**config.mk**
```make
export PLATFORM = sky130hd
export DESIGN_NAME = axi_interconnect
export DESIGN_NICKNAME = d
export VERILOG_FILES = /design/src/rtl/axi_ic_pkg.sv /design/src/rtl/addr_route.sv /design/src/rtl/write_addr_table.sv /design/src/rtl/b_arbiter.sv /design/src/rtl/r_arbiter.sv /design/src/rtl/axi_interconnect.sv
export SDC_FILE = /design/constraint.sdc
export NUM_CORES = 1
export LEC_CHECK = 0
export BUFFER_PORTS_ARGS = -buffer_cell sky130_fd_sc_hd__clkbuf_2
export CAP_MARGIN = 20
export CORE_AREA = 3 3 345 347
export DETAILED_ROUTE_END_ITERATION = 10
export DIE_AREA = 0 0 348 350
export PLACE_DENSITY_LB_ADDON = 0.08
export SETUP_SLACK_MARGIN = 0.1
export SLEW_MARGIN = 20
export SYNTH_ARGS = -nofsm -noshare
export SYNTH_HDL_FRONTEND = slang
export SYNTH_SLANG_ARGS = --single-unit
export TNS_END_PERCENT = 100
```
**constraint.sdc**
```tcl
create_clock -name aclk -period 3.7 [get_ports aclk]
set_input_delay 0.37 -clock aclk [delete_from_list [all_inputs] [get_ports aclk]]
set_output_delay 0.37 -clock aclk [all_outputs]
set_load 0.005 [all_outputs]
```
**src/rtl/axi_ic_pkg.sv**
```systemverilog
`default_nettype none

package axi_ic_pkg;

  // one master fans out to this many fixed address regions
  parameter int unsigned NUM_SLAVES = 4;

  parameter int unsigned ADDR_BITS = 40;  // width of every region bound below

  // slave 0, on-chip memory
  parameter logic [ADDR_BITS-1:0] sram_start = 40'h00_0000_0000;
  parameter logic [ADDR_BITS-1:0] sram_end = 40'h00_01FF_FFFF;

  // slave 1, hole between memory and peripherals
  parameter logic [ADDR_BITS-1:0] err1_start = 40'h00_0200_0000;
  parameter logic [ADDR_BITS-1:0] err1_end = 40'h00_0FFF_FFFF;

  // slave 2, peripheral bridge
  parameter logic [ADDR_BITS-1:0] periph_start = 40'h00_1000_0000;
  parameter logic [ADDR_BITS-1:0] periph_end = 40'h00_1FFF_FFFF;

  // slave 3, everything above the peripherals
  parameter logic [ADDR_BITS-1:0] err2_start = 40'h00_2000_0000;
  parameter logic [ADDR_BITS-1:0] err2_end = 40'hFF_FFFF_FFFF;

  typedef logic [NUM_SLAVES-1:0] slave_sel_t;  // bit i selects slave i

  typedef logic [1:0] resp_t;  // bresp and rresp encoding

endpackage

`default_nettype wire

```
**src/rtl/addr_route.sv**
```systemverilog
`default_nettype none

module addr_route #(
  parameter int unsigned ADDR_W = axi_ic_pkg::ADDR_BITS
) (
  input  wire logic [ADDR_W-1:0]                    addr,
  input  wire logic                                 valid,
  input  wire logic [axi_ic_pkg::NUM_SLAVES-1:0]    ready_s,
  output logic      [axi_ic_pkg::NUM_SLAVES-1:0]    valid_s,
  output logic                                      ready,
  output axi_ic_pkg::slave_sel_t                    sel
);

  localparam logic [axi_ic_pkg::ADDR_BITS-1:0] region_lo [axi_ic_pkg::NUM_SLAVES] = '{
    axi_ic_pkg::sram_start,
    axi_ic_pkg::err1_start,
    axi_ic_pkg::periph_start,
    axi_ic_pkg::err2_start
  };

  localparam logic [axi_ic_pkg::ADDR_BITS-1:0] region_hi [axi_ic_pkg::NUM_SLAVES] = '{
    axi_ic_pkg::sram_end,
    axi_ic_pkg::err1_end,
    axi_ic_pkg::periph_end,
    axi_ic_pkg::err2_end
  };

  // regions do not overlap, so at most one bit comes out set
  always_comb begin
    for (int i = 0; i < axi_ic_pkg::NUM_SLAVES; i++) begin
      sel[i] = (addr >= region_lo[i]) && (addr <= region_hi[i]);
    end
  end

  assign valid_s = sel & {axi_ic_pkg::NUM_SLAVES{valid}};

  // an address outside every region never gets ready
  assign ready = |(sel & ready_s);

endmodule

`default_nettype wire

```
**src/rtl/write_addr_table.sv**
```systemverilog
`default_nettype none

module write_addr_table #(
  parameter int unsigned ADDR_W = axi_ic_pkg::ADDR_BITS,
  parameter int unsigned ID_W   = 8
) (
  input  wire logic                   aclk,
  input  wire logic                   aresetn,
  input  wire logic [ID_W-1:0]        awid,
  input  wire logic [ADDR_W-1:0]      awaddr,
  input  wire axi_ic_pkg::slave_sel_t aw_sel,
  input  wire logic                   aw_fire,
  input  wire logic [ID_W-1:0]        wid,
  input  wire axi_ic_pkg::slave_sel_t w_sel,
  input  wire logic                   w_last_fire,
  output logic      [ADDR_W-1:0]      w_addr
);

  logic [ID_W-1:0]   id_q   [axi_ic_pkg::NUM_SLAVES];
  logic [ADDR_W-1:0] addr_q [axi_ic_pkg::NUM_SLAVES];

  // an entry with id zero counts as empty, so the whole table must come up cleared
  always_ff @(posedge aclk or negedge aresetn) begin
    if (!aresetn) begin
      for (int i = 0; i < axi_ic_pkg::NUM_SLAVES; i++) begin
        id_q[i]   <= '0;
        addr_q[i] <= '0;
      end
    end else begin
      for (int i = 0; i < axi_ic_pkg::NUM_SLAVES; i++) begin
        if (aw_fire && aw_sel[i]) begin
          id_q[i]   <= awid;
          addr_q[i] <= awaddr;
        end else if (w_last_fire && w_sel[i]) begin
          id_q[i]   <= '0;  // burst finished on this slave
          addr_q[i] <= '0;
        end
      end
    end
  end

  // first matching entry wins; a miss returns zero which decodes to sram
  always_comb begin
    logic found;
    found  = 1'b0;
    w_addr = '0;
    if (wid != '0) begin
      for (int i = 0; i < axi_ic_pkg::NUM_SLAVES; i++) begin
        if (!found && (wid == id_q[i])) begin
          found  = 1'b1;
          w_addr = addr_q[i];
        end
      end
    end
  end

endmodule

`default_nettype wire

```
**src/rtl/b_arbiter.sv**
```systemverilog
`default_nettype none

module b_arbiter #(
  parameter int unsigned ID_W = 8
) (
  input  wire logic [axi_ic_pkg::NUM_SLAVES-1:0]             bvalid_s,
  input  wire logic [axi_ic_pkg::NUM_SLAVES-1:0][ID_W-1:0]   bid_s,
  input  wire axi_ic_pkg::resp_t [axi_ic_pkg::NUM_SLAVES-1:0] bresp_s,
  input  wire logic                                          bready,
  output logic                                               bvalid,
  output logic      [ID_W-1:0]                               bid,
  output axi_ic_pkg::resp_t                                  bresp,
  output logic      [axi_ic_pkg::NUM_SLAVES-1:0]             bready_s
);

  axi_ic_pkg::slave_sel_t grant;

  // isolate the lowest set bit, slave 0 always wins
  assign grant = bvalid_s & (~bvalid_s + 1'b1);

  assign bready_s = grant & {axi_ic_pkg::NUM_SLAVES{bready}};

  always_comb begin
    bvalid = 1'b0;
    bid    = '0;
    bresp  = '0;
    for (int i = 0; i < axi_ic_pkg::NUM_SLAVES; i++) begin
      if (grant[i]) begin
        bvalid = 1'b1;
        bid    = bid_s[i];
        bresp  = bresp_s[i];
      end
    end
  end

endmodule

`default_nettype wire

```
**src/rtl/r_arbiter.sv**
```systemverilog
`default_nettype none

module r_arbiter #(
  parameter int unsigned ID_W   = 8,
  parameter int unsigned DATA_W = 128
) (
  input  wire logic                                           aclk,
  input  wire logic                                           aresetn,
  input  wire logic [axi_ic_pkg::NUM_SLAVES-1:0]              rvalid_s,
  input  wire logic [axi_ic_pkg::NUM_SLAVES-1:0]              rlast_s,
  input  wire logic [axi_ic_pkg::NUM_SLAVES-1:0][ID_W-1:0]    rid_s,
  input  wire logic [axi_ic_pkg::NUM_SLAVES-1:0][DATA_W-1:0]  rdata_s,
  input  wire axi_ic_pkg::resp_t [axi_ic_pkg::NUM_SLAVES-1:0] rresp_s,
  input  wire logic                                           rready,
  output logic                                                rvalid,
  output logic                                                rlast,
  output logic      [ID_W-1:0]                                rid,
  output logic      [DATA_W-1:0]                              rdata,
  output axi_ic_pkg::resp_t                                   rresp,
  output logic      [axi_ic_pkg::NUM_SLAVES-1:0]              rready_s
);

  axi_ic_pkg::slave_sel_t lock_q;  // set while a granted burst still owes beats
  axi_ic_pkg::slave_sel_t sel;

  // a lock anywhere else blocks this slave, its own lock overrides lower priority
  always_comb begin
    axi_ic_pkg::slave_sel_t own;
    logic other_lock;
    logic lower_valid;
    for (int i = 0; i < axi_ic_pkg::NUM_SLAVES; i++) begin
      own         = axi_ic_pkg::slave_sel_t'(1) << i;
      other_lock  = |(lock_q & ~own);
      lower_valid = |(rvalid_s & (own - 1'b1));
      sel[i]      = rvalid_s[i] && !other_lock && (!lower_valid || lock_q[i]);
    end
  end

  // only one slave can be selected, so at most one lock is ever held
  always_ff @(posedge aclk or negedge aresetn) begin
    if (!aresetn) begin
      lock_q <= '0;
    end else begin
      for (int i = 0; i < axi_ic_pkg::NUM_SLAVES; i++) begin
        if (sel[i] && rready && rlast_s[i]) begin
          lock_q[i] <= 1'b0;  // last beat accepted, channel is free again
        end else if (sel[i]) begin
          lock_q[i] <= 1'b1;
        end
      end
    end
  end

  assign rready_s = sel & {axi_ic_pkg::NUM_SLAVES{rready}};

  always_comb begin
    rvalid = 1'b0;
    rlast  = 1'b0;
    rid    = '0;
    rdata  = '0;
    rresp  = '0;
    for (int i = 0; i < axi_ic_pkg::NUM_SLAVES; i++) begin
      if (sel[i]) begin
        rvalid = 1'b1;  // sel already implies rvalid_s
        rlast  = rlast_s[i];
        rid    = rid_s[i];
        rdata  = rdata_s[i];
        rresp  = rresp_s[i];
      end
    end
  end

endmodule

`default_nettype wire

```
**src/rtl/axi_interconnect.sv**
```systemverilog
`default_nettype none

module axi_interconnect #(
  parameter int unsigned ADDR_W = axi_ic_pkg::ADDR_BITS,
  parameter int unsigned ID_W   = 8,
  parameter int unsigned DATA_W = 128
) (
  input  wire logic                                           aclk,
  input  wire logic                                           aresetn,

  // master side
  input  wire logic [ADDR_W-1:0]                              awaddr,
  input  wire logic [ID_W-1:0]                                awid,
  input  wire logic                                           awvalid,
  output logic                                                awready,
  input  wire logic [ID_W-1:0]                                wid,
  input  wire logic                                           wlast,
  input  wire logic                                           wvalid,
  output logic                                                wready,
  output logic      [ID_W-1:0]                                bid,
  output axi_ic_pkg::resp_t                                   bresp,
  output logic                                                bvalid,
  input  wire logic                                           bready,
  input  wire logic [ADDR_W-1:0]                              araddr,
  input  wire logic                                           arvalid,
  output logic                                                arready,
  output logic      [ID_W-1:0]                                rid,
  output logic      [DATA_W-1:0]                              rdata,
  output axi_ic_pkg::resp_t                                   rresp,
  output logic                                                rlast,
  output logic                                                rvalid,
  input  wire logic                                           rready,

  // slave side, index i is slave i
  output logic      [axi_ic_pkg::NUM_SLAVES-1:0]              awvalid_s,
  input  wire logic [axi_ic_pkg::NUM_SLAVES-1:0]              awready_s,
  output logic      [axi_ic_pkg::NUM_SLAVES-1:0]              wvalid_s,
  input  wire logic [axi_ic_pkg::NUM_SLAVES-1:0]              wready_s,
  input  wire logic [axi_ic_pkg::NUM_SLAVES-1:0]              bvalid_s,
  output logic      [axi_ic_pkg::NUM_SLAVES-1:0]              bready_s,
  input  wire logic [axi_ic_pkg::NUM_SLAVES-1:0][ID_W-1:0]    bid_s,
  input  wire axi_ic_pkg::resp_t [axi_ic_pkg::NUM_SLAVES-1:0] bresp_s,
  output logic      [axi_ic_pkg::NUM_SLAVES-1:0]              arvalid_s,
  input  wire logic [axi_ic_pkg::NUM_SLAVES-1:0]              arready_s,
  input  wire logic [axi_ic_pkg::NUM_SLAVES-1:0]              rvalid_s,
  output logic      [axi_ic_pkg::NUM_SLAVES-1:0]              rready_s,
  input  wire logic [axi_ic_pkg::NUM_SLAVES-1:0][ID_W-1:0]    rid_s,
  input  wire logic [axi_ic_pkg::NUM_SLAVES-1:0][DATA_W-1:0]  rdata_s,
  input  wire axi_ic_pkg::resp_t [axi_ic_pkg::NUM_SLAVES-1:0] rresp_s,
  input  wire logic [axi_ic_pkg::NUM_SLAVES-1:0]              rlast_s
);

  axi_ic_pkg::slave_sel_t aw_sel;
  axi_ic_pkg::slave_sel_t w_sel;
  logic [ADDR_W-1:0]      w_addr;  // address of the burst that wid belongs to
  logic                   aw_fire;
  logic                   w_last_fire;

  assign aw_fire     = awvalid && awready;
  assign w_last_fire = wvalid && wready && wlast;

  addr_route #(
    .ADDR_W (ADDR_W)
  ) u_aw_route (
    .addr    (awaddr),
    .valid   (awvalid),
    .ready_s (awready_s),
    .valid_s (awvalid_s),
    .ready   (awready),
    .sel     (aw_sel)
  );

  write_addr_table #(
    .ADDR_W (ADDR_W),
    .ID_W   (ID_W)
  ) u_write_addr_table (
    .aclk        (aclk),
    .aresetn     (aresetn),
    .awid        (awid),
    .awaddr      (awaddr),
    .aw_sel      (aw_sel),
    .aw_fire     (aw_fire),
    .wid         (wid),
    .w_sel       (w_sel),
    .w_last_fire (w_last_fire),
    .w_addr      (w_addr)
  );

  // write data has no address of its own, it is steered by the looked up one
  addr_route #(
    .ADDR_W (ADDR_W)
  ) u_w_route (
    .addr    (w_addr),
    .valid   (wvalid),
    .ready_s (wready_s),
    .valid_s (wvalid_s),
    .ready   (wready),
    .sel     (w_sel)
  );

  addr_route #(
    .ADDR_W (ADDR_W)
  ) u_ar_route (
    .addr    (araddr),
    .valid   (arvalid),
    .ready_s (arready_s),
    .valid_s (arvalid_s),
    .ready   (arready),
    .sel     ()
  );

  b_arbiter #(
    .ID_W (ID_W)
  ) u_b_arbiter (
    .bvalid_s (bvalid_s),
    .bid_s    (bid_s),
    .bresp_s  (bresp_s),
    .bready   (bready),
    .bvalid   (bvalid),
    .bid      (bid),
    .bresp    (bresp),
    .bready_s (bready_s)
  );

  r_arbiter #(
    .ID_W   (ID_W),
    .DATA_W (DATA_W)
  ) u_r_arbiter (
    .aclk     (aclk),
    .aresetn  (aresetn),
    .rvalid_s (rvalid_s),
    .rlast_s  (rlast_s),
    .rid_s    (rid_s),
    .rdata_s  (rdata_s),
    .rresp_s  (rresp_s),
    .rready   (rready),
    .rvalid   (rvalid),
    .rlast    (rlast),
    .rid      (rid),
    .rdata    (rdata),
    .rresp    (rresp),
    .rready_s (rready_s)
  );

endmodule

`default_nettype wire

```
==> results of run 1 <==
[final cells by class]
cell class,count,area [sq um],share of cell area [%]
Antenna cell,22,55.1,0.375
Clock buffer,9,225,1.54
Clock inverter,7,70.1,0.478
Inverter,21,78.8,0.537
Multi-Input combinational cell,827,5200,35.4
Sequential cell,96,2400,16.4
Tap cell,1524,1910,13.0
Timing Repair Buffer,891,4730,32.3
[per-stage QoR]
| stage | cell area (sq um) | hold WS [ns] | util, % | power (mW) |
|---|---|---|---|---|
| floorplan | 8210 | 0.0744 | - | 2.33 |
| finish | 14700 | 0.0178 | 12.6 | 4.99 |
| detailed placement | 14300 | 0.463 | 12.3 | 4.10 |
| global placement | 14300 | 0.459 | 12.3 | 4.14 |
| global route | 14600 | 0.0640 | 12.6 | 5.33 |
| CTS | 14600 | 0.0352 | 12.6 | 5.13 |
[sequential cells by signal (all words and copies together), names as in the netlist]
| register | flops |
|---|---|
| u_r_arbiter.lock_q | 4 |
| u_write_addr_table.addr_q | 60 |
| u_write_addr_table.id_q | 32 |
[kinds of logic after synthesis]
| group | Yosys count | share of synthesized area (%) |
|---|---|---|
| muxes | 15 | 1.83 |
| AOI/OAI and AO/OA | 352 | 32.2 |
| buffers and inverters | 153 | 8.06 |
| DFF | 96 | 29.2 |
| xor gates and xnor gates | 32 | 3.41 |
| and+or+nand+nor | 428 | 25.2 |
[worst max-delay path by stage]
stage                                                  from                                         end  slack, ns  cells after the start
floorplan                                            wid[4]  u_write_addr_table.addr_q[150]$_DFFE_PN0P_       0.99                     11
global placement                                     wid[1]                                      wready       0.21                     11
detailed placement                                   wid[1]                                      wready       0.28                     11
CTS                 u_write_addr_table.id_q[26]$_DFFE_PN0P_                                      wready       0.19                     10
global route        u_write_addr_table.id_q[28]$_DFFE_PN0P_                                      wready       0.13                     10
finish              u_write_addr_table.id_q[28]$_DFFE_PN0P_                                      wready       0.34                     10
[cells in the final DEF (no fill, tap or decap), types with 3 or more instances in the layout]
cell | Yosys | final
diode_2 | 0 | 22
nor4_4 | 3 | 4
nand3_1 | 22 | 22
a21oi_1 | 22 | 22
and3_1 | 23 | 23
xor2_1 | 16 | 16
or3_1 | 3 | 3
nor2_2 | 11 | 11
a31oi_1 | 3 | 3
clkbuf_16 | 0 | 9
a221o_1 | 10 | 10
nor3_1 | 33 | 32
nand2b_1 | 4 | 4
buf_4 | 5 | 37
dfrtp_1 | 96 | 96
o21ai_0 | 3 | 3
a221oi_1 | 139 | 139
nand4_1 | 4 | 4
a22oi_1 | 10 | 10
nor4_1 | 15 | 15
xnor2_1 | 16 | 16
buf_12 | 0 | 12
clkbuf_2 | 0 | 842
nor2b_1 | 3 | 3
nand2_1 | 45 | 44
and2_1 | 20 | 20
nor4b_1 | 3 | 3
nor2_1 | 221 | 221
o22ai_1 | 140 | 140
inv_1 | 21 | 21
mux2i_1 | 15 | 15
[routing by layer]
layer / track usage [%] / vias up / share of wire [%]
met5: 0 / - / 0.20
met4: 6.07 / 30 / 3.9
met3: 4.92 / 164 / 6.6
met2: 32.9 / 549 / 54
met1: 17.6 / 6073 / 35
li1: - / 5698 / -
[power by group]
group          internal [mW]  switching, mW
Sequential              1.13         0.0806
Combinational           1.13           1.66
Clock                  0.477          0.507
Total                   2.74           2.24
==> metrics.json, run 1 <==
{
  "run_status": {
    "run_status": "finished, final reports clean"
  },
  "timing": {
    "grt_setup_unrepaired": "false",
    "min_period_ns": 3.36,
    "final-max-slew-violation-count": 0,
    "final.setup_skew_ns": 0.0206,
    "final_critical_path_setup_slack_ns": 0.343,
    "timing.setup.tns_ns": 0,
    "timing.slew.headroom_pct": 47.4,
    "fmaxAchievable_ghz": 0.298,
    "report.final.setup_viol": 0,
    "worstMarginPinSlew_ns": 0.788,
    "layout_worst_path_cycle_share_pct": 90.7,
    "timing.final.hold_violations": 0
  },
  "critical_path": {
    "worstSetupStartpointType": "flip-flop",
    "worstPathBufferInverterCount": 2,
    "reg2regPathDepth": 8,
    "r2r-end": "u_write_addr_table.addr_q[156]$_DFFE_PN0P_",
    "worstSetupPathType": "reg -> out",
    "reg2reg_setup_slack_ns": 0.68,
    "crit_family": "compound AO/OA/AOI/OAI gates",
    "crit_arrival_ns": 2.99,
    "worstPathCellList": "xor2_1 -> nor4_2 -> buf_4 -> and2_1 -> a2111oi_0 -> o221a_2 -> a21boi_4 -> mux2i_1 -> o221ai_1 -> clkbuf_2",
    "slowest_stage": "dfrtp_1",
    "critical_path_peak_fanout": 7,
    "cpPeakStageDelay_ns": 0.42,
    "regToRegStartpoint": "u_write_addr_table.id_q[23]$_DFFE_PN0P_",
    "critPathRequiredTime_ns": 3.33,
    "endpoint_kind": "primary output"
  },
  "clock_network": {
    "post_cts_resize_count": 1,
    "hold_buffers": 0,
    "insertion_delay_to_the_later_sink_of_the_worst_skew_pair_ns": 0.38,
    "cts.repair_timing.setup_buffer_count": 0,
    "number_of_h_tree_branching_levels": 3,
    "clockBufferDepth": 2,
    "root_buffer": "clkbuf_16",
    "clk_pin_slew_worst_paths_ns": 0.09,
    "cts_tree": "built",
    "clock-sinks": 96,
    "cts_made_buffers": 9
  },
  "synth": {
    "top_cells_by_area_in_the_synthesized_netlist": "dfrtp_1 29%, a221oi_1 15%, o22ai_1 11%, nor2_1 10%, clkbuf_1 4.8%",
    "synth-main-ff-cell": "dfrtp_1",
    "ys_types": 64,
    "post_synth_inst_count": 1076,
    "cell_with_the_most_instances_after_synthesis": "nor2_1",
    "yosysSeqAreaShare_pct": 29.2,
    "post_synth_instance_area_sq_um": 8210,
    "synth.largest_area_cell": "dfrtp_1",
    "post-synth-top-area-fraction_pct": 29.2,
    "synthesized_net_count": 1796,
    "synth_edf_count": 0,
    "synth_async_reset_ratio_pct": 100,
    "netlist_top_cells_count": "221 x nor2_1, 140 x o22ai_1, 139 x a221oi_1",
    "synth.yosys.warnings": 0,
    "postSynthAreaPerCell_sq_um": 7.63,
    "flop_and_latch_count_out_of_synthesis": 96
  },
  "layout": {
    "final.fill_count": 13500,
    "drive_gt1_share_pct": 50.7,
    "stdcell_count": 3397,
    "area.growth.synth_to_final_pct": 78.6,
    "design.final.nets": 2566
  },
  "power_and_ir_drop": {
    "vdd_drop_max_mv": 0.166,
    "cell_pwr_density_nw_per_um2": 340,
    "total_leakage_power_nw": 7.07
  },
  "route": {
    "drc_marker_count_from_the_first_detailed_route_iteration": 768,
    "drcViolationCount": 0,
    "detail_route.wl_per_cell_um": 32.1,
    "antenna_violating_nets_post_route": 0,
    "route.vias.total": 12500,
    "total_detailed_routing_wirelength_mm": 109,
    "vias_per_cell": 3.68,
    "drt_first_pass_iters": 5
  },
  "die": {
    "floorplan.die.height_um": 350,
    "top_level_ports": 894,
    "floorplan.initialDensity_pct": 7.07,
    "die_area_sq_um": 122000,
    "core-area_sq_um": 116000,
    "floorplan.die.width_um": 348,
    "fp-row-count": 125
  },
  "placed_design": {
    "post-place-ws_ns": 0.281,
    "final_weighted_congestion_in_routability_driven_placement": 1.08,
    "post-place-cells": 3359,
    "place.port_buffers": 843,
    "hpwl_mm": 96.0
  },
  "global_route": {
    "grt_pass1_wl_mm": 138,
    "globalRouteOverflowTotal": 0,
    "grt_start_max_net_pins": 74,
    "grt_antenna_before_repair": 79,
    "groute.usage.overall_pct": 17.2,
    "first_global_vias": 13200
  },
  "hold_path": {
    "worst_min_path_class": "in -> async"
  },
  "job": {
    "cap_viol_max_count": 0
  }
}
Note: power is estimated with default switching activity, not from simulation.
==> run 2: changes to the inputs <==
--- a/config.mk
+++ b/config.mk
@@ -5,7 +5,7 @@
 export SDC_FILE = /design/constraint.sdc
 export NUM_CORES = 1
 export LEC_CHECK = 0
-export BUFFER_PORTS_ARGS = -buffer_cell sky130_fd_sc_hd__clkbuf_2
+export BUFFER_PORTS_ARGS = -buffer_cell sky130_fd_sc_hd__buf_2
 export CAP_MARGIN = 20
 export CORE_AREA = 3 3 345 347
 export DETAILED_ROUTE_END_ITERATION = 10
==> metrics.json, run 2 (synthesis results as in run 1) <==
{
  "die": {
    "core-area": {"value": 116000, "unit": "sq um", "change": "unchanged"},
    "floorplan.die.width": {"value": 348, "unit": "um", "change": "unchanged"},
    "fp-row-count": {"value": 125, "change": "unchanged"},
    "die_area": {"value": 122000, "unit": "sq um", "change": "unchanged"},
    "top_level_ports": {"value": 894, "change": "unchanged"},
    "floorplan.initialDensity": {"value": 7.07, "unit": "%", "change": "unchanged"},
    "floorplan.die.height": {"value": 350, "unit": "um", "change": "unchanged"}
  },
  "job": {
    "cap_viol_max_count": {"value": 0, "change": "unchanged"}
  },
  "global_route": {
    "grt_pass1_wl": {"value": 136, "unit": "mm", "change": "-1.0%"},
    "first_global_vias": {"value": 13200, "change": "+0.41%"},
    "grt_start_max_net_pins": {"value": 75, "change": "+1.4%"},
    "groute.usage.overall": {"value": 16.9, "unit": "%", "change": "-0.24 points"},
    "grt_antenna_before_repair": {"value": 134, "change": "+70%"},
    "globalRouteOverflowTotal": {"value": 0, "change": "unchanged"}
  },
  "timing": {
    "min_period": {"value": 3.36, "unit": "ns", "change": "+0.00725 ns"},
    "fmaxAchievable": {"value": 0.297, "unit": "GHz", "change": "-0.22%"},
    "timing.final.hold_violations": {"value": 0, "change": "unchanged"},
    "final.setup_skew": {"value": 0.0181, "unit": "ns", "change": "-0.00257 ns"},
    "final-max-slew-violation-count": {"value": 0, "change": "unchanged"},
    "timing.slew.headroom": {"value": 50.0, "unit": "%", "change": "+2.6 points"},
    "report.final.setup_viol": {"value": 0, "change": "unchanged"},
    "layout_worst_path_cycle_share": {"value": 90.9, "unit": "%", "change": "+0.20 points"},
    "fin_worst_hold_slack": {"value": 0.00415, "unit": "ns", "change": "-0.0136 ns"},
    "timing.setup.tns": {"value": 0, "unit": "ns", "change": "unchanged"},
    "grt_setup_unrepaired": "false",
    "final_critical_path_setup_slack": {"value": 0.336, "unit": "ns", "change": "-0.00725 ns"},
    "worstMarginPinSlew": {"value": 0.749, "unit": "ns", "change": "-0.0389 ns"}
  },
  "layout": {
    "layout_common_cells": "842 x buf_2, 221 x nor2_1, 140 x o22ai_1",
    "top_register": "u_write_addr_table.addr_q",
    "layout.cells.most_common": "buf_2",
    "design.final.nets": {"value": 2574, "change": "+0.31%"},
    "largest_register_ffs": {"value": 60, "change": "unchanged"},
    "area.growth.synth_to_final_pct": 79.4,
    "drive_gt1_share": {"value": 50.9, "unit": "%", "change": "+0.21 points"},
    "design_area": {"value": 14700, "unit": "sq um", "change": "+0.47%"},
    "largest_registers": "u_write_addr_table.addr_q: 60 flops, u_write_addr_table.id_q: 32 flops, u_r_arbiter.lock_q: 4 flops"
  },
  "route": {
    "drt_first_pass_iters": {"value": 5, "change": "unchanged"},
    "antenna_violating_nets_post_route": {"value": 0, "change": "unchanged"},
    "drcViolationCount": {"value": 0, "change": "unchanged"},
    "route.vias.total": {"value": 12900, "change": "+2.7%"},
    "drc_marker_count_from_the_first_detailed_route_iteration": {"value": 781, "change": "+1.7%"},
    "detail_route.wl_per_cell": {"value": 31.6, "unit": "um", "change": "-1.7%"},
    "vias_per_cell": {"value": 3.76, "change": "+2.0%"},
    "total_detailed_routing_wirelength": {"value": 108, "unit": "mm", "change": "-1.0%"}
  },
  "clock_network": {
    "cts_tree": "built",
    "cts.repair_timing.setup_buffer_count": {"value": 0, "change": "unchanged"},
    "cts_made_buffers": {"value": 9, "change": "unchanged"},
    "clock-sinks": {"value": 96, "change": "unchanged"},
    "root_buffer": "clkbuf_16",
    "number_of_h_tree_branching_levels": {"value": 3, "change": "unchanged"},
    "post_cts_resize_count": {"value": 0, "change": "-1"},
    "insertion_delay_to_the_later_sink_of_the_worst_skew_pair": {"value": 0.38, "unit": "ns", "change": "about the same"},
    "clk_pin_slew_worst_paths": {"value": 0.09, "unit": "ns", "change": "about the same"},
    "clockBufferDepth": {"value": 2, "change": "unchanged"},
    "hold_buffers": {"value": 0, "change": "unchanged"}
  },
  "hold_path": {
    "worst_min_path_class": "in -> async"
  },
  "placed_design": {
    "place.port_buffers": {"value": 843, "change": "unchanged"},
    "post-place-ws": {"value": 0.402, "unit": "ns", "change": "+0.121 ns"},
    "hpwl": {"value": 94.8, "unit": "mm", "change": "-1.2%"},
    "place_area": {"value": 14300, "unit": "sq um", "change": "about the same"},
    "final_weighted_congestion_in_routability_driven_placement": {"value": 1.05, "change": "-2.6%"}
  },
  "critical_path": {
    "worstSetupStartpointType": "flip-flop",
    "critPathRequiredTime": {"value": 3.33, "unit": "ns", "change": "about the same"},
    "critical_path_peak_fanout": {"value": 7, "change": "unchanged"},
    "endpoint_kind": "primary output",
    "crit_arrival": {"value": 2.99, "unit": "ns", "change": "about the same"},
    "worstSetupPathType": "reg -> out"
  },
  "run_status": {
    "run_status": "finished, final reports clean"
  },
  "power_and_ir_drop": {
    "cell_pwr_density": {"value": 344, "unit": "nW/um^2", "change": "+1.1%"},
    "total_leakage_power": {"value": 7.08, "unit": "nW", "change": "+0.17%"},
    "vdd_drop_max": {"value": 0.169, "unit": "mV", "change": "+1.6%"}
  }
}
## run 2: changes by cell type in the layout (fill, tap and decap cells not counted), moves of 2 or more
cell      delta
diode_2     +14
buf_2      +842
clkinv_4     -2
clkinv_8     +2
clkbuf_2   -842
buf_4       +11
buf_12       -4
## run 2: path summary, 6_finish.rpt
kind | start | end | slack, ns | depth (start not counted)
setup / recovery | u_write_addr_table.id_q[29]$_DFFE_PN0P_ | wready | 0.34 | 10
hold / removal | aresetn | u_write_addr_table.addr_q[77]$_DFFE_PN0P_ | 0.004 | 1
setup reg to reg | u_write_addr_table.id_q[23]$_DFFE_PN0P_ | u_write_addr_table.addr_q[152]$_DFFE_PN0P_ | 0.62 | 8
hold reg to reg | u_write_addr_table.addr_q[69]$_DFFE_PN0P_ | u_write_addr_table.addr_q[69]$_DFFE_PN0P_ | 0.49 | 1
max in group asynchronous | aresetn | u_r_arbiter.lock_q[2]$_DFFE_PN0P_ | 2.92 | 2
min in group aclk | rlast_s[1] | u_r_arbiter.lock_q[1]$_DFFE_PN0P_ | 0.21 | 2
## run 2: power breakdown
group          leakage, nW  total (mW)  internal [mW]  switching (mW)
sequential            1.20        1.21           1.13          0.0790
combinational         5.72        2.79           1.15            1.64
clock                0.157        1.06          0.499           0.560
total                 7.08        5.07           2.79            2.28
## run 2: critical path, stage by stage (launching register included)
cell and delay (ns):
dfrtp_1 0.40, xor2_1 0.16, nor4_2 0.35, buf_4 0.21
and2_1 0.31, a2111oi_0 0.12, o221a_2 0.31, a21boi_4 0.17
mux2i_1 0.28, o221ai_1 0.16, buf_2 0.16
## run 2: area by class of cell
class                           instances  area [sq um]
Inverter                               21          78.8
Clock buffer                            9           225
Multi-Input combinational cell        827          5190
Clock inverter                          7          98.8
Sequential cell                        96          2400
Antenna cell                           36          90.1
Timing Repair Buffer                  899          4750
Tap cell                             1524          1910
Fill cell                           13600        101000
## run 2: per-layer routing
metal	up-vias	GRT usage (%)	wire length [um]
met1	6182	17.7	38400
met3	235	4.53	7240
met5	-	0	238
met4	36	4.47	4230
met2	671	33.0	58000
li1	5729	-	-
## run 2: per-stage QoR
step           std cells  util, %  power, mW
2_1_floorplan       1076        -       2.33
3_5_place_dp        3367     12.3       4.08
5_1_grt             3394     12.6       5.40
6_report            3419     12.7       5.07
3_3_place_gp        3367     12.3       4.12
4_1_cts             3383     12.6       5.19
